==> config.mk <==
export PLATFORM = sky130hd
export DESIGN_NAME = victim_select_flat
export DESIGN_NICKNAME = d
export VERILOG_FILES = /design/src/verilog/cache_pkg.sv /design/src/verilog/set_if.sv /design/src/verilog/victim_select.sv /design/src/flat_wrapper.sv
export SDC_FILE = /design/constraint.sdc
export NUM_CORES = 1
export LEC_CHECK = 0
export BUFFER_PORTS_ARGS = -buffer_cell sky130_fd_sc_hd__buf_2
export CORE_MARGIN = 3
export CORE_UTILIZATION = 10
export DETAILED_ROUTE_END_ITERATION = 8
export GPL_TIMING_DRIVEN = 0
export PLACE_DENSITY = 0.88
export SLEW_MARGIN = 25
export SYNTH_ARGS = -nofsm -noshare
export SYNTH_HDL_FRONTEND = slang
export SYNTH_SLANG_ARGS = --single-unit
export TNS_END_PERCENT = 50
==> constraint.sdc <==
create_clock -name vclk -period 0.9
set_clock_uncertainty 0.15 [all_clocks]
set_input_delay 0.18 -clock vclk [all_inputs]
set_output_delay 0.18 -clock vclk [all_outputs]
set_load 0.01 [all_outputs]
==> src/verilog/cache_pkg.sv <==
`default_nettype none

package cache_pkg;

  // ==========================================================================
  // cache geometry
  // ==========================================================================
  localparam int NUM_WAYS       = 4;
  localparam int WAY_WIDTH      = 2;
  localparam int NUM_SETS       = 16;
  localparam int SET_WIDTH      = 4;
  localparam int WORD_WIDTH     = 32;
  localparam int LINE_WORDS     = 4;
  localparam int ADDR_WIDTH     = 32;
  localparam int OFFSET_WIDTH   = 4;
  localparam int TAG_WIDTH      = ADDR_WIDTH - SET_WIDTH - OFFSET_WIDTH;  // 24
  localparam int ID_WIDTH       = 4;                                      // lookup id
  localparam int BE_WIDTH       = WORD_WIDTH / 8;                         // byte enables per word
  localparam int DADDR_WIDTH    = SET_WIDTH + WAY_WIDTH;                  // data array index
  localparam int WORD_SEL_WIDTH = $clog2(LINE_WORDS);
  localparam int BYTE_SEL_WIDTH = OFFSET_WIDTH - WORD_SEL_WIDTH;          // byte within word

  typedef enum logic [1:0] {RD_LU, WR_LU, FILL_LU} lu_op_t;
  typedef enum logic [1:0] {NO_RSP, HIT, MISS, FILL} lu_result_t;
  typedef enum logic {FILL_REQ_OP, DIRTY_EVICT_OP} fm_op_t;

  typedef logic [LINE_WORDS-1:0][WORD_WIDTH-1:0] line_t;  // word 0 in the low bits
  typedef logic [NUM_WAYS-1:0] way_vec_t;

  // one tag array entry, a whole set
  typedef struct packed {
    way_vec_t                           valid;
    way_vec_t                           mru;
    way_vec_t                           modified;
    logic [NUM_WAYS-1:0][TAG_WIDTH-1:0] tags;
  } set_entry_t;

  // lookup as it moves from q1 down to q3
  typedef struct packed {
    logic                      valid;
    lu_op_t                    op;
    logic [ID_WIDTH-1:0]       id;
    logic [TAG_WIDTH-1:0]      tag;
    logic [SET_WIDTH-1:0]      set_idx;
    logic [OFFSET_WIDTH-1:0]   offset;
    logic [WORD_WIDTH-1:0]     wdata;         // write word
    logic [BE_WIDTH-1:0]       byte_en;
    line_t                     fill_line;
    logic                      fill_modified;
    logic                      hit;           // filled in at q2
    logic [DADDR_WIDTH-1:0]    data_addr;     // {set, way}, filled in at q2
    logic                      dirty_evict;   // fill over a modified way
    logic [TAG_WIDTH-1:0]      victim_tag;    // tag of the way being replaced
  } pipe_t;

endpackage

`default_nettype wire

==> src/verilog/set_if.sv <==
`default_nettype none

interface set_if;
  import cache_pkg::*;

  set_entry_t           entry;         // set state after the q3 bypass
  logic [TAG_WIDTH-1:0] tag;           // q2 lookup tag
  logic                 valid;         // q2 lookup valid
  way_vec_t             way_hit;       // one-hot, zero on miss
  logic [WAY_WIDTH-1:0] hit_way;
  way_vec_t             way_victim;    // one-hot fill candidate
  logic [WAY_WIDTH-1:0] victim_way;
  logic                 victim_dirty;  // candidate holds a modified line

  modport stage (output entry, tag, valid,
                 input  way_hit, hit_way, way_victim, victim_way, victim_dirty);

  modport hit (input  entry, tag, valid,
               output way_hit, hit_way);

  modport victim (input  entry,
                  output way_victim, victim_way, victim_dirty);

endinterface

`default_nettype wire

==> src/verilog/victim_select.sv <==
`default_nettype none

module victim_select (
  set_if.victim set_bus
);
  import cache_pkg::*;

  way_vec_t free_ways;   // invalid ways
  way_vec_t lru_ways;    // ways without MRU
  way_vec_t first_free;
  way_vec_t first_lru;

  assign free_ways = ~set_bus.entry.valid;
  assign lru_ways  = ~set_bus.entry.mru;

  // lowest index wins, so scan down and let the last hit stick
  always_comb begin
    first_free = '0;
    first_lru  = '0;
    for (int w = NUM_WAYS - 1; w >= 0; w--) begin
      if (free_ways[w]) begin
        first_free    = '0;
        first_free[w] = 1'b1;
      end
      if (lru_ways[w]) begin
        first_lru    = '0;
        first_lru[w] = 1'b1;
      end
    end
  end

  // free way first, then non-MRU; all-MRU never survives a set write
  assign set_bus.way_victim = (|free_ways) ? first_free :
                              (|lru_ways)  ? first_lru  :
                                             way_vec_t'(1);

  always_comb begin
    set_bus.victim_way = '0;
    for (int w = 0; w < NUM_WAYS; w++) begin
      if (set_bus.way_victim[w]) set_bus.victim_way = WAY_WIDTH'(w);
    end
  end

  assign set_bus.victim_dirty = |(set_bus.entry.valid & set_bus.entry.modified &
                                  set_bus.way_victim);   // evict needed

endmodule

`default_nettype wire
==> src/flat_wrapper.sv <==
// flat-port wrapper written by rule: the top's interface ports become plain ports
module victim_select_flat import cache_pkg::*;
  (set_bus_entry, set_bus_way_victim, set_bus_victim_way, set_bus_victim_dirty);
  set_if set_bus_i ();
  input wire logic [$bits(set_bus_i.entry)-1:0] set_bus_entry;
  output wire logic [$bits(set_bus_i.way_victim)-1:0] set_bus_way_victim;
  output wire logic [$bits(set_bus_i.victim_way)-1:0] set_bus_victim_way;
  output wire logic [$bits(set_bus_i.victim_dirty)-1:0] set_bus_victim_dirty;
  assign set_bus_i.entry = set_bus_entry;
  assign set_bus_way_victim = set_bus_i.way_victim;
  assign set_bus_victim_way = set_bus_i.victim_way;
  assign set_bus_victim_dirty = set_bus_i.victim_dirty;
  victim_select u_core (.set_bus(set_bus_i));
endmodule
==> Yosys cells after proc, flatten, opt, wreduce, memory -nomap -nowiden <==
Index checks and enable logic that the tools add are counted.
{ "op_classes": {"mux": 13, "n_bitwise": 4, "reduce_logical": 3} }
{ "ops": {"columns": ["cell", "count"], "rows": [
  ["two-way mux 4 bit", 10],
  ["OR reduction 4 bit", 3],
  ["AND 4 bit", 2],
  ["inverter 4 bit", 2],
  ["two-way mux 2 bit", 2],
  ["two-way mux 1 bit", 1]
]} }
{ "totals": {"ff_bits": 0, "input_bits": 108, "output_inout_bits": 7, "word_cells": 20} }

==> Longest topological paths before layout <==
{ "depth": {"ltp_word": 10, "depth_mapped": 3, "ltp_nobuf": 3} }

==> Worst setup path before layout <==
OpenSTA, ideal clock, no wires.
{ "synth_path": {"path_kind": "input -> output", "startpoint": "input set_bus_entry[103]", "endpoint": "output set_bus_victim_dirty", "arrival_ns": 0.842, "slack_ns": -0.272, "path_stages": 3, "n_path_buf": 0, "path_cell_list": "nand4b_2 > o22a_1 > a31oi_1"} }
{ "synth_via": {"elab_chain_cells": 9} }
{ "synth_lines": {"columns": ["element", "line", "rtl"], "rows": [
  ["start: declaration", "flat_wrapper.sv:5", "input wire logic [$bits(set_bus_i.entry)-1:0] set_bus_entry;"],
  ["inverter 4 bit (*)", "victim_select.sv:14", "assign lru_ways = ~set_bus.entry.mru;"],
  ["two-way mux 4 bit (4 in series)", "victim_select.sv:25", "if (lru_ways[w]) begin"],
  ["two-way mux 4 bit (*)", "victim_select.sv:34", "(|lru_ways) ? first_lru :"],
  ["two-way mux 4 bit (*)", "victim_select.sv:33", "assign set_bus.way_victim = (|free_ways) ? first_free :"],
  ["AND 4 bit (*)", "victim_select.sv:44", "assign set_bus.victim_dirty = |(set_bus.entry.valid & set_bus.entry.modified &"],
  ["OR reduction 4 bit (*)", "victim_select.sv:44", null],
  ["end: declaration", "flat_wrapper.sv:8", "output wire logic [$bits(set_bus_i.victim_dirty)-1:0] set_bus_victim_dirty;"]
]} }
Mark *: on every way between the ends. The rest lies on a longest branch, timed or not.

==> Worst setup path after layout <==
Same ends and word-level chain as after synthesis.

==> flow_summary.ini <==
[outcome]
status = finished with violations
violations = setup timing

[cells_and_area]
clkbuf_count = 0
regArea_um2 = 0
drive_gt1_share_pct = 60.4
n_antenna_cell = 0
area_growth_pct = 128
final_cells = 63
nNetsFinal = 158
seq_cells = 0
design_area_um2 = 359

[floorplan]
dieArea_um2 = 2090
fp.dieW_um = 45.7
ioPinCount = 115
die_y_um = 45.7
initial_utilization_pct = 11.4
core_um2 = 1380
num_rows = 13

[global_route]
grt_pass1_wl_um = 993
antenna_found_initial = 0
grt_use_met2_pct = 10.9
grt_util_met3_pct = 0.791
grtUsageMet1_pct = 7.91
grt_pass1_vias = 229
grt_usage_pct = 5.99
grt_max_degree = 8
grt_overflow_total = 0
gr-max-usage-layer = met2

[pwr]
p_per_area_nw_per_um2 = 396
seq_power_share_pct = 0
total_power_mw = 0.142
switching_share_pct = 48.3
clockPowerShare_pct = 0
p_int_mw = 0.0736
peakVddDrop_mv = 0.169
comb_power_share_pct = 100.0
p_leak_nw = 0.182
p_switching_mw = 0.0688

[sta]
max_freq_ghz = 0.801
maxSlewViolCount = 0
layout_worst_path_cycle_share_pct = 139
relSlewSlack_pct = 90.8
holdWs_ps = 514
fin_crit_ps = 1250
setup_ws_ps = -348
tightest_slew_ps = 137
hold_viol_final = 0
rsz0062_at_grt = true
setup_violations = 7

[yosys]
synth_nets = 136
yosysWarnings = 0
synth.distinct_cells = 15
syn-cell-area_um2 = 158
netlist.area_leader.share_pct = 12.7
syn-instance-count = 28
yosysSeqAreaShare_pct = 0
synth_area_leaders = o21ai_1, nand2_1, nand4b_2
yosys.area.top_type = o21ai_1
avgSynthCellArea_um2 = 5.63

[placement]
dp_hpwl_um = 564
post_dp_cell_area_um2 = 290
place.gp.congestion = 0.747
dp.cells = 62
port_buffers = 19

[setup_path]
worstPathArrival_ps = 920
start_kind = input port
crit_required_ps = 570
critPathMaxFanout = 3
setup.worst_path.class = input port to primary output
end_kind = primary output

[min_path]
hp-class = input port to primary output

[detailed_routing]
drt-total-wl_um = 663
drc = 0
first_iter_violations = 0
post_drt_wl_per_cell_um = 10.5
vias = 278
dr.pass1.iters = 1
final_antenna_net_count = 0
viasPerCell = 4.41

[clock_network]
postCtsHoldBufs = 0

[job]
max_cap_violations = 0
## routing by layer
layer | vias to the layer above | wire length, um
met5 | - | 0
li1 | 146 | -
met2 | 12 | 329
met3 | 0 | 56
met1 | 120 | 277
met4 | 0 | 0
## cells in the final DEF, fill, tap and decap left out, drive strengths merged
cell type / netlist / final
a21oi: 2 / 2
a31oi: 2 / 2
a41oi: 1 / 1
and2: 1 / 1
and3: 1 / 1
and3b: 1 / 1
buf: 0 / 20
inv: 3 / 3
nand2: 5 / 5
nand2b: 1 / 1
nand3: 2 / 2
nand4: 1 / 1
nand4b: 1 / 1
nor2: 2 / 2
o21ai: 4 / 4
o22a: 1 / 1
## per-stage QoR
stage / worst slack (ps) / setup TNS (ps) / util, %
global route: -392 / -1930 / 26.0
global placement: -389 / -1850 / 21.0
finish: -348 / -1650 / 26.0
floorplan: -160 / -337 / -
CTS: -370 / -1750 / 25.1
detailed placement: -399 / -1920 / 21.0
## logic make-up (layout without fill, tap and decap cells)
| logic type | after synthesis | after routing | share of synthesized area, % |
|---|---|---|---|
| simple gates | 15 | 15 | 54.8 |
| compound gates | 10 | 10 | 38.1 |
| buf+inv | 3 | 23 | 7.14 |
## area by class of cell
cell class         instances  area [um^2]
fillers                  156         1020
inverters                  3         11.3
multi-input cells         25          189
well taps                 15         18.8
repair buffers            20          140
## power groups by stage
stage	clock [mW]	sequential (mW)	combinational [mW]
after detailed placement	0	0	0.114
after CTS	0	0	0.138
after floorplan	0	0	0.0490
after global placement	0	0	0.112
final	0	0	0.142
after global routing	0	0	0.155
## Yosys cell counts, drive strengths merged
master / count
nand2: 5
and3: 1
a41oi: 1
nand3: 2
a31oi: 2
nand2b: 1
nand4b: 1
inv: 3
nor2: 2
o22a: 1
nand4: 1
and2: 1
o21ai: 4
a21oi: 2
and3b: 1
## what timing repair did
item	4_1_cts	5_1_grt
gates cloned	0	0
hold endpoints to repair	0	0
gates resized for setup	12	4
endpoints found under the setup margin	7	7
pin swaps	5	3
setup buffers	1	0
## worst paths after layout
path,from,end,slack [ps],depth (start not counted)
setup / recovery,set_bus_entry[103],set_bus_victim_dirty,-350,5
hold / removal,set_bus_entry[106],set_bus_way_victim[2],510,3
## critical path, cell delays in order
cell and delay [ps]:
buf_6 90, nand4b_4 170, o22a_1 220, a31oi_2 110
buf_2 150
No activity file was read; power rests on OpenSTA's default activity.
