$ cat src/verilog/cache_pkg.sv
`default_nettype none

package cache_pkg;

  // ==========================================================================
  // cache geometry
  // ==========================================================================
  localparam int NUM_WAYS       = 4;
  localparam int WAY_WIDTH      = 2;
  localparam int NUM_SETS       = 16;
  localparam int SET_WIDTH      = 4;
  localparam int WORD_WIDTH     = 32;
  localparam int LINE_WORDS     = 4;
  localparam int ADDR_WIDTH     = 32;
  localparam int OFFSET_WIDTH   = 4;
  localparam int TAG_WIDTH      = ADDR_WIDTH - SET_WIDTH - OFFSET_WIDTH;  // 24
  localparam int ID_WIDTH       = 4;                                      // lookup id
  localparam int BE_WIDTH       = WORD_WIDTH / 8;                         // byte enables per word
  localparam int DADDR_WIDTH    = SET_WIDTH + WAY_WIDTH;                  // data array index
  localparam int WORD_SEL_WIDTH = $clog2(LINE_WORDS);
  localparam int BYTE_SEL_WIDTH = OFFSET_WIDTH - WORD_SEL_WIDTH;          // byte within word

  typedef enum logic [1:0] {RD_LU, WR_LU, FILL_LU} lu_op_t;
  typedef enum logic [1:0] {NO_RSP, HIT, MISS, FILL} lu_result_t;
  typedef enum logic {FILL_REQ_OP, DIRTY_EVICT_OP} fm_op_t;

  typedef logic [LINE_WORDS-1:0][WORD_WIDTH-1:0] line_t;  // word 0 in the low bits
  typedef logic [NUM_WAYS-1:0] way_vec_t;

  // one tag array entry, a whole set
  typedef struct packed {
    way_vec_t                           valid;
    way_vec_t                           mru;
    way_vec_t                           modified;
    logic [NUM_WAYS-1:0][TAG_WIDTH-1:0] tags;
  } set_entry_t;

  // lookup as it moves from q1 down to q3
  typedef struct packed {
    logic                      valid;
    lu_op_t                    op;
    logic [ID_WIDTH-1:0]       id;
    logic [TAG_WIDTH-1:0]      tag;
    logic [SET_WIDTH-1:0]      set_idx;
    logic [OFFSET_WIDTH-1:0]   offset;
    logic [WORD_WIDTH-1:0]     wdata;         // write word
    logic [BE_WIDTH-1:0]       byte_en;
    line_t                     fill_line;
    logic                      fill_modified;
    logic                      hit;           // filled in at q2
    logic [DADDR_WIDTH-1:0]    data_addr;     // {set, way}, filled in at q2
    logic                      dirty_evict;   // fill over a modified way
    logic [TAG_WIDTH-1:0]      victim_tag;    // tag of the way being replaced
  } pipe_t;

endpackage

`default_nettype wire

$ cat src/verilog/set_if.sv
`default_nettype none

interface set_if;
  import cache_pkg::*;

  set_entry_t           entry;         // set state after the q3 bypass
  logic [TAG_WIDTH-1:0] tag;           // q2 lookup tag
  logic                 valid;         // q2 lookup valid
  way_vec_t             way_hit;       // one-hot, zero on miss
  logic [WAY_WIDTH-1:0] hit_way;
  way_vec_t             way_victim;    // one-hot fill candidate
  logic [WAY_WIDTH-1:0] victim_way;
  logic                 victim_dirty;  // candidate holds a modified line

  modport stage (output entry, tag, valid,
                 input  way_hit, hit_way, way_victim, victim_way, victim_dirty);

  modport hit (input  entry, tag, valid,
               output way_hit, hit_way);

  modport victim (input  entry,
                  output way_victim, victim_way, victim_dirty);

endinterface

`default_nettype wire

$ cat src/verilog/line_ram.sv
`default_nettype none

module line_ram #(
  parameter int  DEPTH   = 16,
  parameter type entry_t = logic [7:0]
) (
  input  wire                     clk,
  input  wire                     rst,
  input  wire                     rd_en,
  input  wire [$clog2(DEPTH)-1:0] rd_index,
  input  wire                     wr_en,
  input  wire [$clog2(DEPTH)-1:0] wr_index,
  input  var  entry_t             wr_entry,
  output entry_t                  rd_entry   // valid one cycle after rd_en
);

  entry_t mem [DEPTH];

  // write port, reset wipes the array so every way starts invalid
  always_ff @(posedge clk) begin
    if (rst) begin
      for (int i = 0; i < DEPTH; i++) mem[i] <= '0;
    end else if (wr_en) begin
      mem[wr_index] <= wr_entry;
    end
  end

  always_ff @(posedge clk) begin
    if (rd_en) rd_entry <= mem[rd_index];  // same-entry write returns old data
  end

endmodule

`default_nettype wire

$ cat src/verilog/set_stage.sv
`default_nettype none

module set_stage (
  input  wire                                 clk,
  input  wire                                 rst,
  input  wire                                 lu_valid,
  input  var  cache_pkg::lu_op_t              lu_op,
  input  wire [cache_pkg::ID_WIDTH-1:0]       lu_id,
  input  wire [cache_pkg::ADDR_WIDTH-1:0]     lu_addr,
  input  wire [cache_pkg::WORD_WIDTH-1:0]     lu_wdata,
  input  wire [cache_pkg::BE_WIDTH-1:0]       lu_byte_en,
  input  var  cache_pkg::line_t               lu_fill_line,
  input  wire                                 lu_fill_modified,
  set_if.stage                                set_bus,
  output cache_pkg::pipe_t                    q2_pipe
);
  import cache_pkg::*;

  pipe_t                q1_next;
  pipe_t                q1_pipe;
  pipe_t                q2_reg;          // q2 lookup before the set results are added
  set_entry_t           ram_entry_q2;    // tag array read data
  set_entry_t           entry_q2;        // after the bypass
  set_entry_t           upd_entry_q2;    // set state written back
  logic                 set_hazard_q2;
  logic                 hit_q2;
  logic                 set_wr_en_q3;    // copy of the last set write
  logic [SET_WIDTH-1:0] set_wr_set_q3;
  set_entry_t           set_wr_entry_q3;

  // ==========================================================================
  // q1, split the address and issue the tag array read
  // ==========================================================================
  always_comb begin
    q1_next               = '0;
    q1_next.valid         = lu_valid;
    q1_next.op            = lu_op;
    q1_next.id            = lu_id;
    q1_next.tag           = lu_addr[ADDR_WIDTH-1 -: TAG_WIDTH];
    q1_next.set_idx       = lu_addr[OFFSET_WIDTH +: SET_WIDTH];
    q1_next.offset        = lu_addr[OFFSET_WIDTH-1:0];
    q1_next.wdata         = lu_wdata;
    q1_next.byte_en       = lu_byte_en;
    q1_next.fill_line     = lu_fill_line;
    q1_next.fill_modified = lu_fill_modified && (lu_op == FILL_LU);
  end

  always_ff @(posedge clk) begin
    q1_pipe <= q1_next;
    q2_reg  <= q1_pipe;
    if (rst) begin
      q1_pipe.valid <= 1'b0;
      q2_reg.valid  <= 1'b0;
    end
  end

  line_ram #(
    .DEPTH   (NUM_SETS),
    .entry_t (set_entry_t)
  ) u_tag_ram (
    .clk      (clk),
    .rst      (rst),
    .rd_en    (q1_pipe.valid),
    .rd_index (q1_pipe.set_idx),
    .wr_en    (q2_reg.valid),        // every lookup writes its set back
    .wr_index (q2_reg.set_idx),
    .wr_entry (upd_entry_q2),
    .rd_entry (ram_entry_q2)
  );

  // ==========================================================================
  // q2, set bypass, hit/victim results and set update
  // ==========================================================================
  // the set written at the q2 edge was missed by the read issued at that edge
  assign set_hazard_q2 = set_wr_en_q3 && q2_reg.valid && (set_wr_set_q3 == q2_reg.set_idx);
  assign entry_q2      = set_hazard_q2 ? set_wr_entry_q3 : ram_entry_q2;

  assign set_bus.entry = entry_q2;
  assign set_bus.tag   = q2_reg.tag;
  assign set_bus.valid = q2_reg.valid;
  assign hit_q2        = |set_bus.way_hit;

  always_comb begin
    upd_entry_q2 = entry_q2;                      // misses leave the set alone
    case (q2_reg.op)
      RD_LU: if (hit_q2) upd_entry_q2.mru = entry_q2.mru | set_bus.way_hit;
      WR_LU: begin
        if (hit_q2) begin
          upd_entry_q2.mru      = entry_q2.mru | set_bus.way_hit;
          upd_entry_q2.modified = entry_q2.modified | set_bus.way_hit;
        end
      end
      FILL_LU: begin
        upd_entry_q2.tags[set_bus.victim_way] = q2_reg.tag;
        upd_entry_q2.valid = entry_q2.valid | set_bus.way_victim;
        upd_entry_q2.mru   = entry_q2.mru | set_bus.way_victim;
        upd_entry_q2.modified = q2_reg.fill_modified ?
                                (entry_q2.modified | set_bus.way_victim) :
                                (entry_q2.modified & ~set_bus.way_victim);
      end
      default: ;
    endcase
    // every way MRU, restart with the newest way only
    if (&upd_entry_q2.mru) begin
      upd_entry_q2.mru = (q2_reg.op == FILL_LU) ? set_bus.way_victim : set_bus.way_hit;
    end
  end

  always_ff @(posedge clk) begin
    set_wr_set_q3   <= q2_reg.set_idx;
    set_wr_entry_q3 <= upd_entry_q2;
    if (rst) set_wr_en_q3 <= 1'b0;
    else     set_wr_en_q3 <= q2_reg.valid;
  end

  always_comb begin
    q2_pipe             = q2_reg;
    q2_pipe.hit         = hit_q2;
    q2_pipe.data_addr   = {q2_reg.set_idx,
                           (q2_reg.op == FILL_LU) ? set_bus.victim_way : set_bus.hit_way};
    q2_pipe.dirty_evict = (q2_reg.op == FILL_LU) && set_bus.victim_dirty;
    q2_pipe.victim_tag  = entry_q2.tags[set_bus.victim_way];   // pre-fill tag
  end

endmodule

`default_nettype wire

$ cat src/flat_wrapper.sv
// flat-port wrapper written by rule: the top's interface ports become plain ports
module set_stage_flat import cache_pkg::*;
  (clk, rst, lu_valid, lu_op, lu_id, lu_addr, lu_wdata, lu_byte_en, lu_fill_line, lu_fill_modified, q2_pipe, set_bus_entry, set_bus_tag, set_bus_valid, set_bus_way_hit, set_bus_hit_way, set_bus_way_victim, set_bus_victim_way, set_bus_victim_dirty);
  set_if set_bus_i ();
  input  wire clk;
  input  wire rst;
  input  wire lu_valid;
  input  var  cache_pkg::lu_op_t lu_op;
  input  wire [cache_pkg::ID_WIDTH-1:0] lu_id;
  input  wire [cache_pkg::ADDR_WIDTH-1:0] lu_addr;
  input  wire [cache_pkg::WORD_WIDTH-1:0] lu_wdata;
  input  wire [cache_pkg::BE_WIDTH-1:0] lu_byte_en;
  input  var  cache_pkg::line_t lu_fill_line;
  input  wire lu_fill_modified;
  output cache_pkg::pipe_t q2_pipe;
  output wire logic [$bits(set_bus_i.entry)-1:0] set_bus_entry;
  output wire logic [$bits(set_bus_i.tag)-1:0] set_bus_tag;
  output wire logic [$bits(set_bus_i.valid)-1:0] set_bus_valid;
  input wire logic [$bits(set_bus_i.way_hit)-1:0] set_bus_way_hit;
  input wire logic [$bits(set_bus_i.hit_way)-1:0] set_bus_hit_way;
  input wire logic [$bits(set_bus_i.way_victim)-1:0] set_bus_way_victim;
  input wire logic [$bits(set_bus_i.victim_way)-1:0] set_bus_victim_way;
  input wire logic [$bits(set_bus_i.victim_dirty)-1:0] set_bus_victim_dirty;
  assign set_bus_entry = set_bus_i.entry;
  assign set_bus_tag = set_bus_i.tag;
  assign set_bus_valid = set_bus_i.valid;
  assign set_bus_i.way_hit = set_bus_way_hit;
  assign set_bus_i.hit_way = set_bus_hit_way;
  assign set_bus_i.way_victim = set_bus_way_victim;
  assign set_bus_i.victim_way = set_bus_victim_way;
  assign set_bus_i.victim_dirty = set_bus_victim_dirty;
  set_stage u_core (.clk(clk), .rst(rst), .lu_valid(lu_valid), .lu_op(lu_op), .lu_id(lu_id), .lu_addr(lu_addr), .lu_wdata(lu_wdata), .lu_byte_en(lu_byte_en), .lu_fill_line(lu_fill_line), .lu_fill_modified(lu_fill_modified), .set_bus(set_bus_i), .q2_pipe(q2_pipe));
endmodule
$ cat config.mk
export PLATFORM = sky130hd
export DESIGN_NAME = set_stage_flat
export DESIGN_NICKNAME = d
export VERILOG_FILES = /design/src/verilog/cache_pkg.sv /design/src/verilog/set_if.sv /design/src/verilog/line_ram.sv /design/src/verilog/set_stage.sv /design/src/flat_wrapper.sv
export SDC_FILE = /design/constraint.sdc
export NUM_CORES = 2
export LEC_CHECK = 0
export ABC_CLOCK_PERIOD_IN_PS = 10700
export BUFFER_PORTS_ARGS = -buffer_cell sky130_fd_sc_hd__buf_2
export CORE_ASPECT_RATIO = 0.9
export CORE_UTILIZATION = 65
export CTS_CLUSTER_SIZE = 20
export DETAILED_ROUTE_END_ITERATION = 8
export GPL_TIMING_DRIVEN = 1
export HOLD_SLACK_MARGIN = 0.03
export PLACE_DENSITY = 0.86
export SLEW_MARGIN = 5
export SYNTH_ARGS = -nofsm -noshare
export SYNTH_HDL_FRONTEND = slang
export SYNTH_SLANG_ARGS = --single-unit
$ cat constraint.sdc
create_clock -name clk -period 10.7 [get_ports clk]
set_clock_uncertainty 0.05 [all_clocks]
set_input_delay 1.07 -clock clk [delete_from_list [all_inputs] [get_ports clk]]
set_output_delay 1.07 -clock clk [all_outputs]
set_load 0.02 [all_outputs]
Yosys cells after proc, flatten, opt, wreduce, memory -nomap -nowiden
Memory sizes are Yosys's and may differ from the RTL's. A register that Yosys moved wholly into a read port is not among the register bits. Index checks and enable logic that the tools add are counted.

Register bits: 521. Logic and storage cells: 82. Output and inout port bits: 369. Bits of input ports: 219. Bits in writable memories: 1728. Memories kept: 1.

Memory list: u_core.u_tag_ram.mem (depth 16, bits a word 108, rd ports 1, clocked after Yosys merged registers in 1, write ports 16, line line_ram.sv:17) `entry_t mem [DEPTH];`.

Reduce and logical (&&, ||, !) cells: 9. Bitwise operators: 7. Equality and inequality tests: 4. Muxes and demuxes: 24. Order comparisons: 2.

Operator list (count): $mux 108 (2); $reduce_or 108->1 (1); $bwmux 96 (1); $mux 96 (1); $bmux 24 s2 (1); $demux 24 s2 (1); $mux 24 (2); $mux 4 (6); $or 4x4->4 (5); $pmux 4 s3 (1); $mux 8 (1); $pmux 4 s2 (1); $mux 1 (6); $logic_and 1x1->1 (5); $and 4x4->4 (1); $eq 2x2->1 const B (2); $eq 4x4->1 (1); $not 4->4 (1); $reduce_and 4->1 (1); $reduce_or 4->1 (1); $lt 2x3->1 const B (1); $eq 2x1->1 const B (1); $ge 2x1->1 const B (1); $logic_not 2->1 (1); $mux 2 (1).

Logic depth before layout (Yosys ltp)
Depth after elaboration: 9. Gate-level depth with buffers: 11. Mapped depth without buffers: 7.

Modules after synthesis
Synthesis repeated with hierarchy kept, for this count alone.

Cell total of the unflattened synthesis: 5833. Area total of the unflattened synthesis: 95480.3 um2.

By module, submodules not included: line_ram (sequential area each 55132.9 um2, cells an instance 4799, instances 1, area each 79827.8 um2); set_stage (sequential area each 10430.0 um2, cells an instance 1034, instances 1, area each 15652.5 um2).

Worst setup path before layout
Ideal clock, no wire load.

Path kind: input -> register. Start: input rst. End: memory u_core.u_tag_ram.mem[13][0] (netlist name) (enable). Data required time: 10164 ps. Library setup time: 486 ps. Arrival: 4388 ps. Stages: 4. Slack: 5776 ps. Buffers on the path: 0. Cell sequence: nand2b_1 > nor3b_1 > nand3_1 > nand2b_1.

RTL lines: from (decl) (line flat_wrapper.sv:6) `input wire rst;`; to (decl) (line line_ram.sv:17).

==> results.md <==
* R2R Path End: u_core.u_tag_ram.mem[8][44]
* Htree depth at 4
* DIE AREA at 0.146 mm^2
* R2R Path Start: u_core.q2_pipe[30]
* Worst vdd ir at approximately 0.18 mV
* Hold Startpoint: lu_addr[6]
* Placed Cells at 7964
* Clock latency at the later pin of the worst-skew pair at 0.87 ns
* Reg clk slew, reported paths at roughly 0.060 ns
* Slowest Stage Delay on Critical Path at approximately 0.73 ns
* Initial Util at 0.654
* CP required at ~9.6 ns
* Internal at ~15 mW
* Post-cts gate resize count at 0
* Top sig layer: met5
* Antenna-violating nets left at 0
* Worst hold stages at 1
* CTS buffer count at 212
* Largest net degree at the start of global routing at 144
* RSZ-0062 raised after global routing: no
* TritonCTS clock tree: done
* CP max FO at 65
* Setup_tns at 0 ns
* Cell Area, Synth at 0.0940 mm^2
* Root buffer cell: clkbuf_16
* Worst r2r path cells at 5
* Port Buffers at roughly 590
* PwrDens at about 190 mW/mm^2
* GRT Util Overall at 0.400
* Crit path cell chain: nor2b_1 -> nor4_4 -> buf_4 -> buf_4 -> a21boi_1 -> or2_1 -> mux4_2 -> buf_2
* Fmax at ~160 MHz
* RD Place Congestion at 0.889
* Die X at slightly above 400 um
* Final min period at 6.28 ns
* Most frequent cells in the layout: 1836 x edfxtp_1, 1605 x nor2_1, 587 x buf_2
* Vias in the first global route at approximately 59000
* Total I/O pin count at just under 600
* Pins over their slew limit at 0
* Clock Power Share at 0.389
* First-pass GRT wire length at approximately 410 mm
* Ratio of cells with drive above 1 in the final layout at 0.295
* WL met1 at about 87 mm
* EDFF count, synth at approximately 1800
* Detail Placement HPWL at around 170 mm
* Total Wirelength at between 200 and 300 mm
* Via count at approximately 59000
* CP endpoint kind: output port
* Startpoint Class: register
* Worst hold path class: in -> reg
* Flops & latches, synth at about 2400
* Cells after Synth at about 6000
* Post-CTS Hold Buffers at 0
* WL met2 at 130 mm
* Slack of the worst reg-to-reg path at ~5.6 ns
* Starting DRT DRC Count at 10600
* Critical path class: reg -> out
* Nets at 6525
* DRC Markers at 0
* Iteration count of the initial detailed-routing pass at 9
* Setup Viol. Count Final at 0
* Part of the power in registers at 0.529
* CP max stage cell: buf_4
* Clock Sinks at between 2000 and 2500
* Tcrit/Tclk final at 0.587
* Syn Nets at about 6200
* Commonest register cell after synthesis: edfxtp_1
* Logic gate share of total power at 0.082
* Die height at roughly 360 um
* Ys async rst share at 0
* Longest Clk Path Bufs at 3
* Filler cell count at a little under 8000
* Core Region at around 0.14 mm^2
* Fin cells at between 8000 and 9000
* Slew headroom at 0.0304
* Net Switching at about 4.7 mW
* YS warnings at 0
* Post-CTS Setup Inserts at 0
* Sw Ratio at 0.241
* Leak at between 30 and 40 nW
* Worst Tran Pin Value at ~1.5 ns
* Outcome: complete, no violations
* Critical Path AT at ~5.2 ns
* Met3 wire len at 52.6 mm
* Remaining Overflow, GRT at 0
* Most common cell after layout, fill and taps aside: edfxtp_1
* Cell mode on critical path: buf_4
* Yosys cell types at between 50 and 60
* Initial antenna violation count at 39
* Mean post-synth cell area at ~16 um^2
* Routed WL per cell at between 30 and 40 um
* Vias per cell at 7.06
* Synth-to-layout area growth at 11.7%
* Hold Path Sink: u_core.q1_pipe[203]
* Register area share after synthesis at 0.697
* Max-cap violations at 0
* Row count at about 130
* Final hold violation count at 0
-- power groups by stage --
stage | registers (mW) | clock network, mW | logic, mW
3_3_place_gp | 10.5 | 0 | 1.49
2_1_floorplan | 10.6 | 0 | 0.920
4_1_cts | 10.4 | 7.62 | 1.55
5_1_grt | 10.4 | 7.96 | 1.62
3_5_place_dp | 10.6 | 0 | 1.52
6_report | 10.4 | 7.66 | 1.61
-- stage by stage --
stage / cell area (um^2) / worst slack, ns / total power, mW / util / hold WS (ns)
2_1_floorplan: 94000 / 5.78 / 11.5 / - / 0.260
3_3_place_gp: 98000 / 4.88 / 12.0 / 0.682 / 0.260
3_5_place_dp: 98000 / 4.76 / 12.1 / 0.682 / 0.262
4_1_cts: 105000 / 4.60 / 19.6 / 0.730 / 0.217
5_1_grt: 105000 / 4.40 / 20.0 / 0.731 / 0.227
6_report: 105000 / 4.42 / 19.7 / 0.731 / 0.244
-- final cells by class --
type                            instances  area, um^2  area share
Timing Repair Buffer                  685        3740      0.0356
Antenna cell                           58         145     0.00138
Inverter                              108         405     0.00386
Sequential cell                      2357       65600       0.624
Multi-Input combinational cell       2938       25900       0.247
Clock inverter                        115        1070      0.0102
Tap cell                             1876        2350      0.0223
Clock buffer                          284        5890      0.0560
-- cells by family after synthesis --
family / count (synthesis) / synth area share
AO/OA/AOI/OAI: 370 / 0.0428
flip-flops: 2357 / 0.697
AND/OR/NAND/NOR: 1990 / 0.0928
adder cells (fa/ha/maj): 4 / 0.000532
XOR/XNOR: 3 / 0.000279
buffers and inverters: 646 / 0.0305
multiplexers: 571 / 0.136
-- flip-flops by register name (all words and copies together) (netlist names) --
signal                     flops
u_core.set_bus.valid           1
u_core.u_tag_ram.rd_entry    108
u_core.u_tag_ram.mem        1728
u_core.q1_pipe               204
u_core.set_wr_entry_q3       108
u_core.set_wr_set_q3           4
u_core.q2_pipe               179
u_core.set_wr_en_q3            1
u_core.set_bus.tag            24
-- worst max-delay path by stage --
stage / slack (ns) / startpoint / endpoint / depth (start not counted)
final: 4.42 / u_core.q2_pipe[29] / q2_pipe[4] / 8
after detailed placement: 4.76 / rst / u_core.u_tag_ram.mem[8][44] / 7
after global placement: 4.88 / rst / u_core.u_tag_ram.mem[8][45] / 7
after floorplan: 5.78 / rst / u_core.u_tag_ram.mem[13][0] / 4
after CTS: 4.60 / u_core.q2_pipe[29] / q2_pipe[16] / 8
after global routing: 4.40 / u_core.q2_pipe[29] / q2_pipe[4] / 8
-- critical path: cells and delay by family, from the launching register on --
kind            cells  cell delay [ns]
compound gates      1             0.26
buf+inv             3             1.57
flops               1             0.70
mux                 1             0.60
simple gates        3             0.97
-- metal layers --
metal,global-route usage,vias to the layer above
met5,0,-
met4,0.280,38
met3,0.173,1375
met2,0.587,6647
met1,0.480,28800
li1,-,22600
-- cells in the mapped netlist, types with 71 or more instances --
cell / n / area share
a21boi_1: 96 / 0.0077
a21oi_1: 71 / 0.0038
and3_4: 75 / 0.0090
buf_2: 171 / 0.0091
clkbuf_1: 287 / 0.011
dfxtp_1: 521 / 0.11
edfxtp_1: 1836 / 0.59
inv_2: 98 / 0.0039
mux4_2: 564 / 0.14
nand2b_1: 90 / 0.0060
nor2_1: 1605 / 0.064
o31ai_4: 94 / 0.021
or2_1: 95 / 0.0063
Power figures use the tool's default switching activity.
