[src/verilog/cache_pkg.sv]
`default_nettype none

package cache_pkg;

  // ==========================================================================
  // cache geometry
  // ==========================================================================
  localparam int NUM_WAYS       = 4;
  localparam int WAY_WIDTH      = 2;
  localparam int NUM_SETS       = 16;
  localparam int SET_WIDTH      = 4;
  localparam int WORD_WIDTH     = 32;
  localparam int LINE_WORDS     = 4;
  localparam int ADDR_WIDTH     = 32;
  localparam int OFFSET_WIDTH   = 4;
  localparam int TAG_WIDTH      = ADDR_WIDTH - SET_WIDTH - OFFSET_WIDTH;  // 24
  localparam int ID_WIDTH       = 4;                                      // lookup id
  localparam int BE_WIDTH       = WORD_WIDTH / 8;                         // byte enables per word
  localparam int DADDR_WIDTH    = SET_WIDTH + WAY_WIDTH;                  // data array index
  localparam int WORD_SEL_WIDTH = $clog2(LINE_WORDS);
  localparam int BYTE_SEL_WIDTH = OFFSET_WIDTH - WORD_SEL_WIDTH;          // byte within word

  typedef enum logic [1:0] {RD_LU, WR_LU, FILL_LU} lu_op_t;
  typedef enum logic [1:0] {NO_RSP, HIT, MISS, FILL} lu_result_t;
  typedef enum logic {FILL_REQ_OP, DIRTY_EVICT_OP} fm_op_t;

  typedef logic [LINE_WORDS-1:0][WORD_WIDTH-1:0] line_t;  // word 0 in the low bits
  typedef logic [NUM_WAYS-1:0] way_vec_t;

  // one tag array entry, a whole set
  typedef struct packed {
    way_vec_t                           valid;
    way_vec_t                           mru;
    way_vec_t                           modified;
    logic [NUM_WAYS-1:0][TAG_WIDTH-1:0] tags;
  } set_entry_t;

  // lookup as it moves from q1 down to q3
  typedef struct packed {
    logic                      valid;
    lu_op_t                    op;
    logic [ID_WIDTH-1:0]       id;
    logic [TAG_WIDTH-1:0]      tag;
    logic [SET_WIDTH-1:0]      set_idx;
    logic [OFFSET_WIDTH-1:0]   offset;
    logic [WORD_WIDTH-1:0]     wdata;         // write word
    logic [BE_WIDTH-1:0]       byte_en;
    line_t                     fill_line;
    logic                      fill_modified;
    logic                      hit;           // filled in at q2
    logic [DADDR_WIDTH-1:0]    data_addr;     // {set, way}, filled in at q2
    logic                      dirty_evict;   // fill over a modified way
    logic [TAG_WIDTH-1:0]      victim_tag;    // tag of the way being replaced
  } pipe_t;

endpackage

`default_nettype wire

[src/verilog/set_if.sv]
`default_nettype none

interface set_if;
  import cache_pkg::*;

  set_entry_t           entry;         // set state after the q3 bypass
  logic [TAG_WIDTH-1:0] tag;           // q2 lookup tag
  logic                 valid;         // q2 lookup valid
  way_vec_t             way_hit;       // one-hot, zero on miss
  logic [WAY_WIDTH-1:0] hit_way;
  way_vec_t             way_victim;    // one-hot fill candidate
  logic [WAY_WIDTH-1:0] victim_way;
  logic                 victim_dirty;  // candidate holds a modified line

  modport stage (output entry, tag, valid,
                 input  way_hit, hit_way, way_victim, victim_way, victim_dirty);

  modport hit (input  entry, tag, valid,
               output way_hit, hit_way);

  modport victim (input  entry,
                  output way_victim, victim_way, victim_dirty);

endinterface

`default_nettype wire

[src/verilog/hit_detect.sv]
`default_nettype none

module hit_detect (
  set_if.hit set_bus
);
  import cache_pkg::*;

  // ==========================================================================
  // tag compare per way
  // ==========================================================================
  always_comb begin
    for (int w = 0; w < NUM_WAYS; w++) begin
      set_bus.way_hit[w] = (set_bus.entry.tags[w] == set_bus.tag) &&
                           set_bus.entry.valid[w] &&
                           set_bus.valid;               // idle slot never hits
    end
  end

  // encode the hit, at most one way can match
  always_comb begin
    set_bus.hit_way = '0;                             // miss encodes as way 0
    for (int w = 0; w < NUM_WAYS; w++) begin
      if (set_bus.way_hit[w]) set_bus.hit_way = WAY_WIDTH'(w);
    end
  end

endmodule

`default_nettype wire

[src/flat_wrapper.sv]
// flat-port wrapper written by rule: the top's interface ports become plain ports
module hit_detect_flat import cache_pkg::*;
  (set_bus_entry, set_bus_tag, set_bus_valid, set_bus_way_hit, set_bus_hit_way);
  set_if set_bus_i ();
  input wire logic [$bits(set_bus_i.entry)-1:0] set_bus_entry;
  input wire logic [$bits(set_bus_i.tag)-1:0] set_bus_tag;
  input wire logic [$bits(set_bus_i.valid)-1:0] set_bus_valid;
  output wire logic [$bits(set_bus_i.way_hit)-1:0] set_bus_way_hit;
  output wire logic [$bits(set_bus_i.hit_way)-1:0] set_bus_hit_way;
  assign set_bus_i.entry = set_bus_entry;
  assign set_bus_i.tag = set_bus_tag;
  assign set_bus_i.valid = set_bus_valid;
  assign set_bus_way_hit = set_bus_i.way_hit;
  assign set_bus_hit_way = set_bus_i.hit_way;
  hit_detect u_core (.set_bus(set_bus_i));
endmodule
[config.mk]
export PLATFORM = sky130hd
export DESIGN_NAME = hit_detect_flat
export DESIGN_NICKNAME = d
export VERILOG_FILES = /design/src/verilog/cache_pkg.sv /design/src/verilog/set_if.sv /design/src/verilog/hit_detect.sv /design/src/flat_wrapper.sv
export SDC_FILE = /design/constraint.sdc
export NUM_CORES = 1
export LEC_CHECK = 0
export BUFFER_PORTS_ARGS = -buffer_cell sky130_fd_sc_hd__clkbuf_2
export CELL_PAD_IN_SITES_DETAIL_PLACEMENT = 1
export CELL_PAD_IN_SITES_GLOBAL_PLACEMENT = 1
export CORE_MARGIN = 4
export CORE_UTILIZATION = 22
export DETAILED_ROUTE_END_ITERATION = 10
export GPL_TIMING_DRIVEN = 0
export PLACE_DENSITY_LB_ADDON = 0.1
export SYNTH_ARGS = -nofsm -noshare
export SYNTH_HDL_FRONTEND = slang
export SYNTH_SLANG_ARGS = --single-unit
[constraint.sdc]
create_clock -name vclk -period 2.7
set_input_delay 0.54 -clock vclk [all_inputs]
set_output_delay 0.54 -clock vclk [all_outputs]
set_load 0.02 [all_outputs]
# Yosys cells after proc, flatten, opt, wreduce, memory -nomap -nowiden
# Cells that the tools add are included.
op_classes:
  add_sub_neg: 0
  multipliers: 0
  div_mod_pow: 0
  n_lt_le_gt_ge: 0
  eq_ne: 4
  shift: 0
  mux: 3
  bitwise: 0
  reduce_logical: 8
op_table:
  columns: ["cell", "count"]
  rows:
  - ["$eq 24x24->1", 4]
  - ["$logic_and 1x1->1", 8]
  - ["$mux 2", 2]
  - ["$mux 1", 1]
totals:
  ff_bits: 0
  latch_bits: 0
  ramBits: 0
  mem_bits_ro: 0
  in_bits: 133
  output_inout_bits: 6
  elab_cells: 15
  n_memories: 0

# Logic depth before layout (Yosys ltp)
# Gate-level depths: netlist (run 1).
depth:
  word_depth: 6
  depth_mapped: 6
  ltp_nobuf: 5

# Worst setup path before layout (run 1)
# No wires, ideal clock.
synth_timing:
  path_type: "input -> output"
  start: "input port set_bus_tag[23]"
  end: "output port set_bus_hit_way[0]"
  arrival_ps: 2529
  path_slack_ps: -369
  path_stages: 6
  n_path_buf: 1
  path_cell_list: "buf_6 xnor2_1 nand4_1 or4_1 nor4_1 o21ai_1"
synth_via:
  elab_cells_between_ends: 12
  cone_classes: "eq/ne (3); mux (3); reduce/logical (6)"
synth_rtl:
  columns: ["element", "line", "rtl"]
  rows:
  - ["from (decl)", "flat_wrapper.sv:6", "input wire logic [$bits(set_bus_i.tag)-1:0] set_bus_tag;"]
  - ["$eq 24x24->1", "hit_detect.sv:13", "set_bus.way_hit[w] = (set_bus.entry.tags[w] == set_bus.tag) &&"]
  - ["$logic_and 1x1->1", "hit_detect.sv:13", null]
  - ["$logic_and 1x1->1", "hit_detect.sv:14", "set_bus.entry.valid[w] &&"]
  - ["via set_bus_way_hit[2]", "flat_wrapper.sv:8", "output wire logic [$bits(set_bus_i.way_hit)-1:0] set_bus_way_hit;"]
  - ["$mux 2 (2 in a row)", "hit_detect.sv:23", "if (set_bus.way_hit[w]) set_bus.hit_way = WAY_WIDTH'(w);"]
  - ["to (decl)", "flat_wrapper.sv:9", "output wire logic [$bits(set_bus_i.hit_way)-1:0] set_bus_hit_way;"]
# The timed path passes the listed nets, and every way through them passes these cells.

# Final worst setup path (run 1)
layout_timing:
  start: "input port set_bus_tag[9]"
  end: "output port set_bus_hit_way[0]"
layout_via:
  elab_chain_len: 6
  elab_cells_between_ends: 12
  cone_classes: "eq/ne (3); mux (3); reduce/logical (6)"
layout_rtl:
  columns: ["element", "line"]
  rows:
  - ["$eq 24x24->1", "hit_detect.sv:13"]
  - ["$logic_and 1x1->1", "hit_detect.sv:13"]
  - ["$logic_and 1x1->1", "hit_detect.sv:14"]
  - ["$mux 1", "hit_detect.sv:23"]
  - ["$mux 2", "hit_detect.sv:23"]
  - ["$mux 2 (*)", "hit_detect.sv:23"]
# Mark *: on every way between the ends. The rest lies on a longest branch, timed or not.

==> results.md, run 1 <==
* Boundary Pins at 139
* Largest net degree at the start of global routing at 5
* Cell area after layout at 0.00213 mm2
* RSZ-0062 raised after global routing: yes
* Synth Area per Inst at 8.23 um2
* Fin. Hold Viols at 0
* Adder and majority gate portion of the synthesized area at 0%
* Mapped Cells at 141
* Worst hold-check path type: in -> out
* Cell Rows at 26
* Die Width at 80.6 um
* Reg power frac at 0%
* Final core utilization at 41.7%
* Final Wtd Congestion at 0.750
* DPL Wire Length at 4.81 mm
* Largest family of logic cells by synthesized area: XOR/XNOR gates
* Fin nets at 403
* Die area at 0.00650 mm2
* Final worst-path cycle share at 101%
* Area leader, netlist: xnor2_1
* Setup slack at placement at -360 ps
* Failing checks: negative setup slack
* Final setup viols at 1
* Yosys warning total at 0
* Initial cell density of the core at 22.7%
* Placed Area at 0.00188 mm2
* Vias per cell at 4.34
* First-pass GRT wire length at 7.81 mm
* Routed wire length at 5.33 mm
* Leakage at 1.02 nW
* Aggregate global routing overflow at 0
* FF+latch count at 0
* Antenna-violating nets left at 0
* Seq/Total Area, Yosys at 0%
* Register Area at 0 um2
* Mapped Nets at 274
* Share of layout cells above drive strength 1 at 56.7%
* Internal Pwr Total at 0.186 mW
* Drt wl/cell at 15.8 um
* Synth Area in Simple Gates at 18.9%
* Synth top area share at 49.8%
* Worst-margin pin slew at 425 ps
* Status: complete, but fails checks
* Tmin final at 2720 ps
* Startpoint types: input pin
* Largest fanout on the critical path at 2
* WHS at 1470 ps
* Multiplexer area fraction after synthesis at 0%
* Pwr Total at 0.322 mW
* Synth cell types at 13
* # DRC at 0
* Max-slew violation count at 0
* P_sw at 0.136 mW
* Vias in the first global route at 1571
* Worst vdd ir at 0.0000565 V
* Data required, critical path at 2160 ps
* Final-layout clock buffer total at 0
* Fmax at 368 MHz
* Worst setup endpoint: set_bus_hit_way[0]
* Setup ws final at -18.6 ps
* XOR/XNOR Fraction of Synth Area at 75.1%
* Area Growth Syn to Fin at 83.5%
* Crit end category: output port
* Gr usage total at 15.6%
* Antenna fix cells at 0
* Die Y at 80.6 um
* Pwr dens at 151 mW/mm2
* Max Cap Viol at 0
* Launch point of the worst path: set_bus_tag[9]
* Initial antenna violation count at 0
* Clock Power Share at 0%
* Post-cts hold buffer count at 0
* Port bufs at 126
* Complex-gate fraction of the synthesized area at 1.19%
* Logic pwr share at 100.0%
* DRT iter0 DRCs at 13
* Routed vias at 1468
* Critical path data arrival time at 2180 ps
* Worst rel slew slack at 71.4%
* Top post-synthesis cells by area: xnor2_1 (50%), xor2_1 (20%), nand4_1 (9.2%)
* Sw Share at 42.2%
* Placeable Area at 0.00511 mm2
* Setup Crit Path Kind: in -> out
* Drt pass-1 iters at 4
* Synthesized area at 0.00116 mm2
## per-stage QoR
stage	TNS, ps	instances
final	-18.6	338
after global routing	-211	338
after CTS	-22.6	338
after detailed placement	-917	337
after global placement	-914	337
after floorplan	-215	141
## synthesized netlist by cell type, drive strengths merged
| cell | instances |
|---|---|
| nand4 | 17 |
| inv | 2 |
| or4 | 3 |
| xnor2 | 70 |
| xor2 | 26 |
| buf | 4 |
| o21ai | 1 |
| nor3 | 2 |
| nand3 | 6 |
| o41ai | 1 |
| clkbuf | 1 |
| nor4 | 8 |
## critical path, cell delays in order
cell,delay [ps]
clkbuf_16,130
xnor2_4,150
nand3_2,80
or4_4,540
or4_4,440
o21ai_2,130
clkbuf_8,160
## power groups by stage
stage | sequential [mW] | combinational [mW] | clock, mW
6_report | 0 | 0.322 | 0
5_1_grt | 0 | 0.354 | 0
4_1_cts | 0 | 0.319 | 0
3_5_place_dp | 0 | 0.290 | 0
3_3_place_gp | 0 | 0.288 | 0
2_1_floorplan | 0 | 0.145 | 0
## routing by layer
| metal | GRT usage [%] | vias to the layer above | wire length, um |
|---|---|---|---|
| met5 | 0 | - | 0 |
| met3 | 3.03 | 2 | 480 |
| met2 | 29.3 | 72 | 2720 |
| met4 | 0 | 0 | 17 |
| li1 | - | 746 | - |
| met1 | 19.4 | 648 | 2120 |
## logic make-up (layout without fill, tap and decap cells)
family,after synthesis,count (layout)
xor+xnor,96,96
simple gates,36,36
compound gates,2,2
buf+inv,7,134
## how the worst min path moves through the flow
| stage | start | cells after the start | endpoint |
|---|---|---|---|
| after global placement | set_bus_entry[5] | 5 | set_bus_way_hit[0] |
| after global routing | set_bus_entry[104] | 4 | set_bus_way_hit[0] |
| after detailed placement | set_bus_entry[104] | 4 | set_bus_way_hit[0] |
| final | set_bus_entry[104] | 4 | set_bus_way_hit[0] |
| after CTS | set_bus_entry[104] | 4 | set_bus_way_hit[0] |
| after floorplan | set_bus_valid | 2 | set_bus_way_hit[0] |
## cells in the final DEF (no fill, tap or decap), drive strengths merged
cell type    n
nand3        6
buf          8
inv          2
nand4       17
xnor2       70
o41ai        1
o21ai        1
or4          3
clkbuf     124
nor4         8
xor2        26
nor3         2
## cell type report
class / count / area, um2
multi-input cells: 134 / 1250
well taps: 70 / 87.6
plain buffers: 5 / 48.8
fillers: 667 / 2980
repair buffers: 127 / 731
inverters: 2 / 7.51
## repair_timing
action | in CTS | in global routing
endpoints found under the setup margin | 4 | 4
gates resized for setup | 35 | 9
cloned | 0 | 0
setup buffers | 1 | 0
pin swaps | 18 | 3
Note: power is estimated with default switching activity, not from simulation.
==> run 2, diff against run 1 <==
CORE_UTILIZATION = 23   (was 22)
REMOVE_ABC_BUFFERS = 1   (was default)
clock period = 3.35 ns   (was 2.7 ns; I/O delays follow)
==> run 2 against run 1 <==
Effect of this change: critical endpoint unchanged; via count decreased by 1.8%; die area shrank 3.9%; sequential cell count stayed put; count of clock-buffer cells in the layout unchanged; routed wire length down 6.3%; global-route usage decreased by 0.64 points; worst hold slack gained 260 ps; the run now ends clean.
==> results.md, run 2 (synthesis results as in run 1) <==
* Status: finished clean
* Final setup viols at 0
* CP max stage cell: or4_4
* Pwr dens at 122 mW/mm2
* FF+latch count at 0
* Antenna fix cells at 0
* Share of layout cells above drive strength 1 at 52.1%
* Area Growth Syn to Fin at 61.7%
* Cell area after layout at 0.00188 mm2
* Port bufs at 131
* First-pass GRT wire length at 7.38 mm
* Antenna-violating nets left at 0
* Worst hold-check path type: in -> out
* Cell Rows at 25
* Die Y at 79.0 um
* Max Cap Viol at 0
* Boundary Pins at 139
* Routed vias at 1441
* Placeable Area at 0.00482 mm2
* Fmax at 313 MHz
* Area of the multi-input gates at 0.00113 mm2
* Setup Crit Path Kind: in -> out
* Crit end category: output port
* Tmin final at 3200 ps
* Post-cts hold buffer count at 0
* Largest net degree at the start of global routing at 5
* WHS at 1740 ps
* Internal Pwr Total at 0.129 mW
* Worst rel slew slack at 76.8%
* DRT iter0 DRCs at 26
* Die Width at 79.0 um
* Reg power frac at 0%
* Fillers at 657
* Placed Area at 0.00185 mm2
* Fin. Hold Viols at 0
* Largest fanout on the critical path at 4
* DPL Wire Length at 4.81 mm
* Most common cell on crit path: or4_4
* Die area at 0.00624 mm2
* Final-layout clock buffer total at 0
* Initial antenna violation count at 0
* P_sw at 0.0996 mW
* CP max stage delay at 560 ps
* Register Area at 0 um2
* Drt pass-1 iters at 3
* RSZ-0062 raised after global routing: no
* Data required, critical path at 2680 ps
* Startpoint types: input pin
* Critical path data arrival time at 2530 ps
* Final setup TNS at 0 ps
* Logic pwr share at 100.0%
* Vias per cell at 4.31
* Initial cell density of the core at 24.1%
* # DRC at 0
* Final Wtd Congestion at 0.790
* Pwr Total at 0.229 mW
* Clock Power Share at 0%
* Sw Share at 43.6%
* Final worst-path cycle share at 95.4%
* Fin nets at 402
* Crit path cell chain: clkbuf_2 -> xnor2_2 -> nand4_1 -> or4_4 -> or4_4 -> o21ai_1 -> buf_4
* Gr usage total at 15.0%
* Most frequent cells in the layout: clkbuf_2 (130), xnor2_1 (64), xor2_1 (26), nand4_1 (17), nor4_1 (8)
* Aggregate global routing overflow at 0
* Most common cell after layout, fill and taps aside: clkbuf_2
* Routed wire length at 5.00 mm
* Worst-margin pin slew at 345 ps
* Leakage at 0.886 nW
* Drt wl/cell at 15.0 um
* Worst vdd ir at 0.0000447 V
* Vias in the first global route at 1549
* Max-slew violation count at 0
-- run 2: cell count changes in the layout (fill, tap and decap cells not counted), sizes merged --
cell,previous run,this run
buf,8,1
clkbuf,124,130
-- run 2: critical path: cells and delay by family --
kind	cells	cell delay, ps
compound gates	1	150
xor+xnor	1	170
buf+inv	2	320
simple gates	3	1230
-- run 2: per-stage QoR --
stage          cells  utilization [%]  setup slack, ps
2_1_floorplan    136                -              127
3_3_place_gp     334             38.4             34.0
3_5_place_dp     334             38.4             44.6
4_1_cts          334             38.4             42.1
5_1_grt          334             38.9             31.7
6_report         334             38.9              152
-- run 2: layer usage --
layer / vias up / wire, um / track usage [%]
met1: 640 / 2080 / 18.4
met3: 0 / 412 / 3.06
met4: 0 / 0 / 0
met2: 63 / 2510 / 28.4
met5: - / 0 / 0
li1: 738 / - / -
-- run 2: power groups by stage --
stage	Clock, mW	Combinational (mW)	Sequential [mW]
after CTS	0	0.232	0
final	0	0.229	0
after detailed placement	0	0.230	0
after floorplan	0	0.107	0
after global placement	0	0.228	0
after global routing	0	0.253	0
-- run 2: area by class of cell --
| type | count | share of cell area (%) |
|---|---|---|
| inverter | 2 | 0.400 |
| multi-input combinational | 134 | 60.0 |
| tap | 67 | 4.47 |
| timing repair buffer | 131 | 35.1 |
-- run 2: path summary, 6_finish.rpt --
| check | start | endpoint | slack [ps] | depth (start not counted) |
|---|---|---|---|---|
| worst max-delay path | set_bus_tag[12] | set_bus_hit_way[0] | 150 | 7 |
| worst min-delay path | set_bus_entry[104] | set_bus_way_hit[0] | 1740 | 4 |
-- run 2: what timing repair did --
| item | in CTS | in global routing |
|---|---|---|
| setup endpoints to repair | 0 | 1 |
| resized for setup | 0 | 6 |
| buffers inserted | 0 | 0 |
==> run 3, diff against run 2 <==
MAX_ROUTING_LAYER = met4   (was default)
==> run 3 against run 2 <==
Effect of this change: routed wire length is the same; sequential cell count unchanged; count of clock-buffer cells in the layout did not move; setup slack worse by 0.66 ps; core utilization did not move; final cell count did not move; power is essentially flat; first-iteration DRC count increased by 3.8%; sequential share of layout area did not move; non-clock buffer count is the same; critical path type unchanged.
==> results.md, run 3 (synthesis results as in run 1) <==
* WHS Path Cells at 4
* Status: finished clean
* Worst vdd ir at 0.0000447 V
* Gr usage total at 15.4%
* # DRC at 0
* Vias in the first global route at 1553
* Final-layout clock buffer total at 0
* Data required, critical path at 2680 ps
* Final worst-path cycle share at 95.5%
* Initial antenna violation count at 0
* Port bufs at 131
* Most common cell on crit path: or4_4
* Cell Rows at 25
* Drt pass-1 iters at 3
* Routed wire length at 5.00 mm
* WHS at 1740 ps
* Sw Share at 43.6%
* Final setup TNS at 0 ps
* Hold endpoint: set_bus_way_hit[0]
* CP max stage delay at 560 ps
* CP max stage cell: or4_4
* Share of layout cells above drive strength 1 at 52.1%
* First-pass GRT wire length at 7.36 mm
* Initial cell density of the core at 24.1%
* Final Wtd Congestion at 0.801
* Startpoint types: input pin
* FF+latch count at 0
* Area Growth Syn to Fin at 61.7%
* Tmin final at 3200 ps
* P_sw at 0.0997 mW
* Vias per cell at 4.32
* CTS-repair resized insts at 0
* Routed vias at 1443
* Largest fanout on the critical path at 4
* Drt wl/cell at 15.0 um
* Pwr Total at 0.229 mW
* Antenna fix cells at 0
* Die Y at 79.0 um
* Leakage at 0.886 nW
* Setup repair bufs after CTS at 0
* DRT iter0 DRCs at 27
* Most common cell after layout, fill and taps aside: clkbuf_2
* Reg power frac at 0%
* Pwr dens at 122 mW/mm2
* Aggregate global routing overflow at 0
* Antenna-violating nets left at 0
* Logic pwr share at 100.0%
* Fmax at 313 MHz
* Max Cap Viol at 0
* Worst rel slew slack at 76.8%
* Clock Power Share at 0%
* Most frequent cells in the layout: clkbuf_2 (130), xnor2_1 (64), xor2_1 (26), nand4_1 (17), nor4_1 (8)
* Critical path data arrival time at 2530 ps
* Boundary Pins at 139
* Die area at 0.00624 mm2
* Post-cts hold buffer count at 0
* Max-slew violation count at 0
* Internal Pwr Total at 0.129 mW
* Crit end category: output port
* Die Width at 79.0 um
* Largest net degree at the start of global routing at 5
* Fin nets at 402
* Final setup viols at 0
* Hold path start: set_bus_entry[104]
* Worst hold-check path type: in -> out
* Worst-margin pin slew at 345 ps
* DPL Wire Length at 4.81 mm
* Setup Crit Path Kind: in -> out
* RSZ-0062 raised after global routing: no
* Fin. Hold Viols at 0
* Cell family with most CP delay: simple AND/OR/NAND/NOR gates
* Buf/Inv on CP at 2
* Placeable Area at 0.00482 mm2
* Crit path cell chain: clkbuf_2 -> xnor2_2 -> nand4_1 -> or4_4 -> or4_4 -> o21ai_1 -> buf_4
* Register Area at 0 um2
* Fillers at 657
* Area of the multi-input gates at 0.00113 mm2
==> run 3: cell counts in the layout (fill, tap and decap cells not counted) <==
No cell type changed its count.
==> run 3: worst max-delay path by stage <==
stage | slack (ps) | to | depth (start not counted) | startpoint
3_3_place_gp | 30 | set_bus_hit_way[0] | 7 | set_bus_tag[12]
5_1_grt | 30 | set_bus_hit_way[0] | 7 | set_bus_tag[17]
4_1_cts | 40 | set_bus_hit_way[0] | 7 | set_bus_tag[0]
2_1_floorplan | 130 | set_bus_hit_way[0] | 5 | set_bus_tag[0]
3_5_place_dp | 40 | set_bus_hit_way[0] | 7 | set_bus_tag[12]
6_report | 150 | set_bus_hit_way[0] | 7 | set_bus_tag[12]
==> run 3: metrics by stage <==
stage,std cells,cell area (um2),util (%),setup WS [ps]
floorplan,136,1110,-,127
global placement,334,1850,38.4,34.0
detailed placement,334,1850,38.4,44.6
CTS,334,1850,38.4,42.1
global route,334,1880,38.9,31.7
finish,334,1880,38.9,152
==> run 3: power by group through the flow <==
stage / registers (mW) / clock network, mW / logic (mW)
after floorplan: 0 / 0 / 0.107
after global placement: 0 / 0 / 0.228
after detailed placement: 0 / 0 / 0.230
after CTS: 0 / 0 / 0.232
after global routing: 0 / 0 / 0.253
final: 0 / 0 / 0.229
==> run 3: layout make-up <==
| cell class | instances | area share [%] |
|---|---|---|
| repair buffers | 131 | 35.1 |
| well taps | 67 | 4.47 |
| inverters | 2 | 0.400 |
| multi-input cells | 134 | 60.0 |
==> run 3: per-layer routing <==
layer | global-route usage, % | vias to the layer above | wire length (um)
met1 | 19.6 | 642 | 2200
li1 | - | 738 | -
met3 | 1.13 | 0 | 294
met2 | 28.4 | 63 | 2510
met5 | - | - | 0
met4 | 0 | 0 | 0
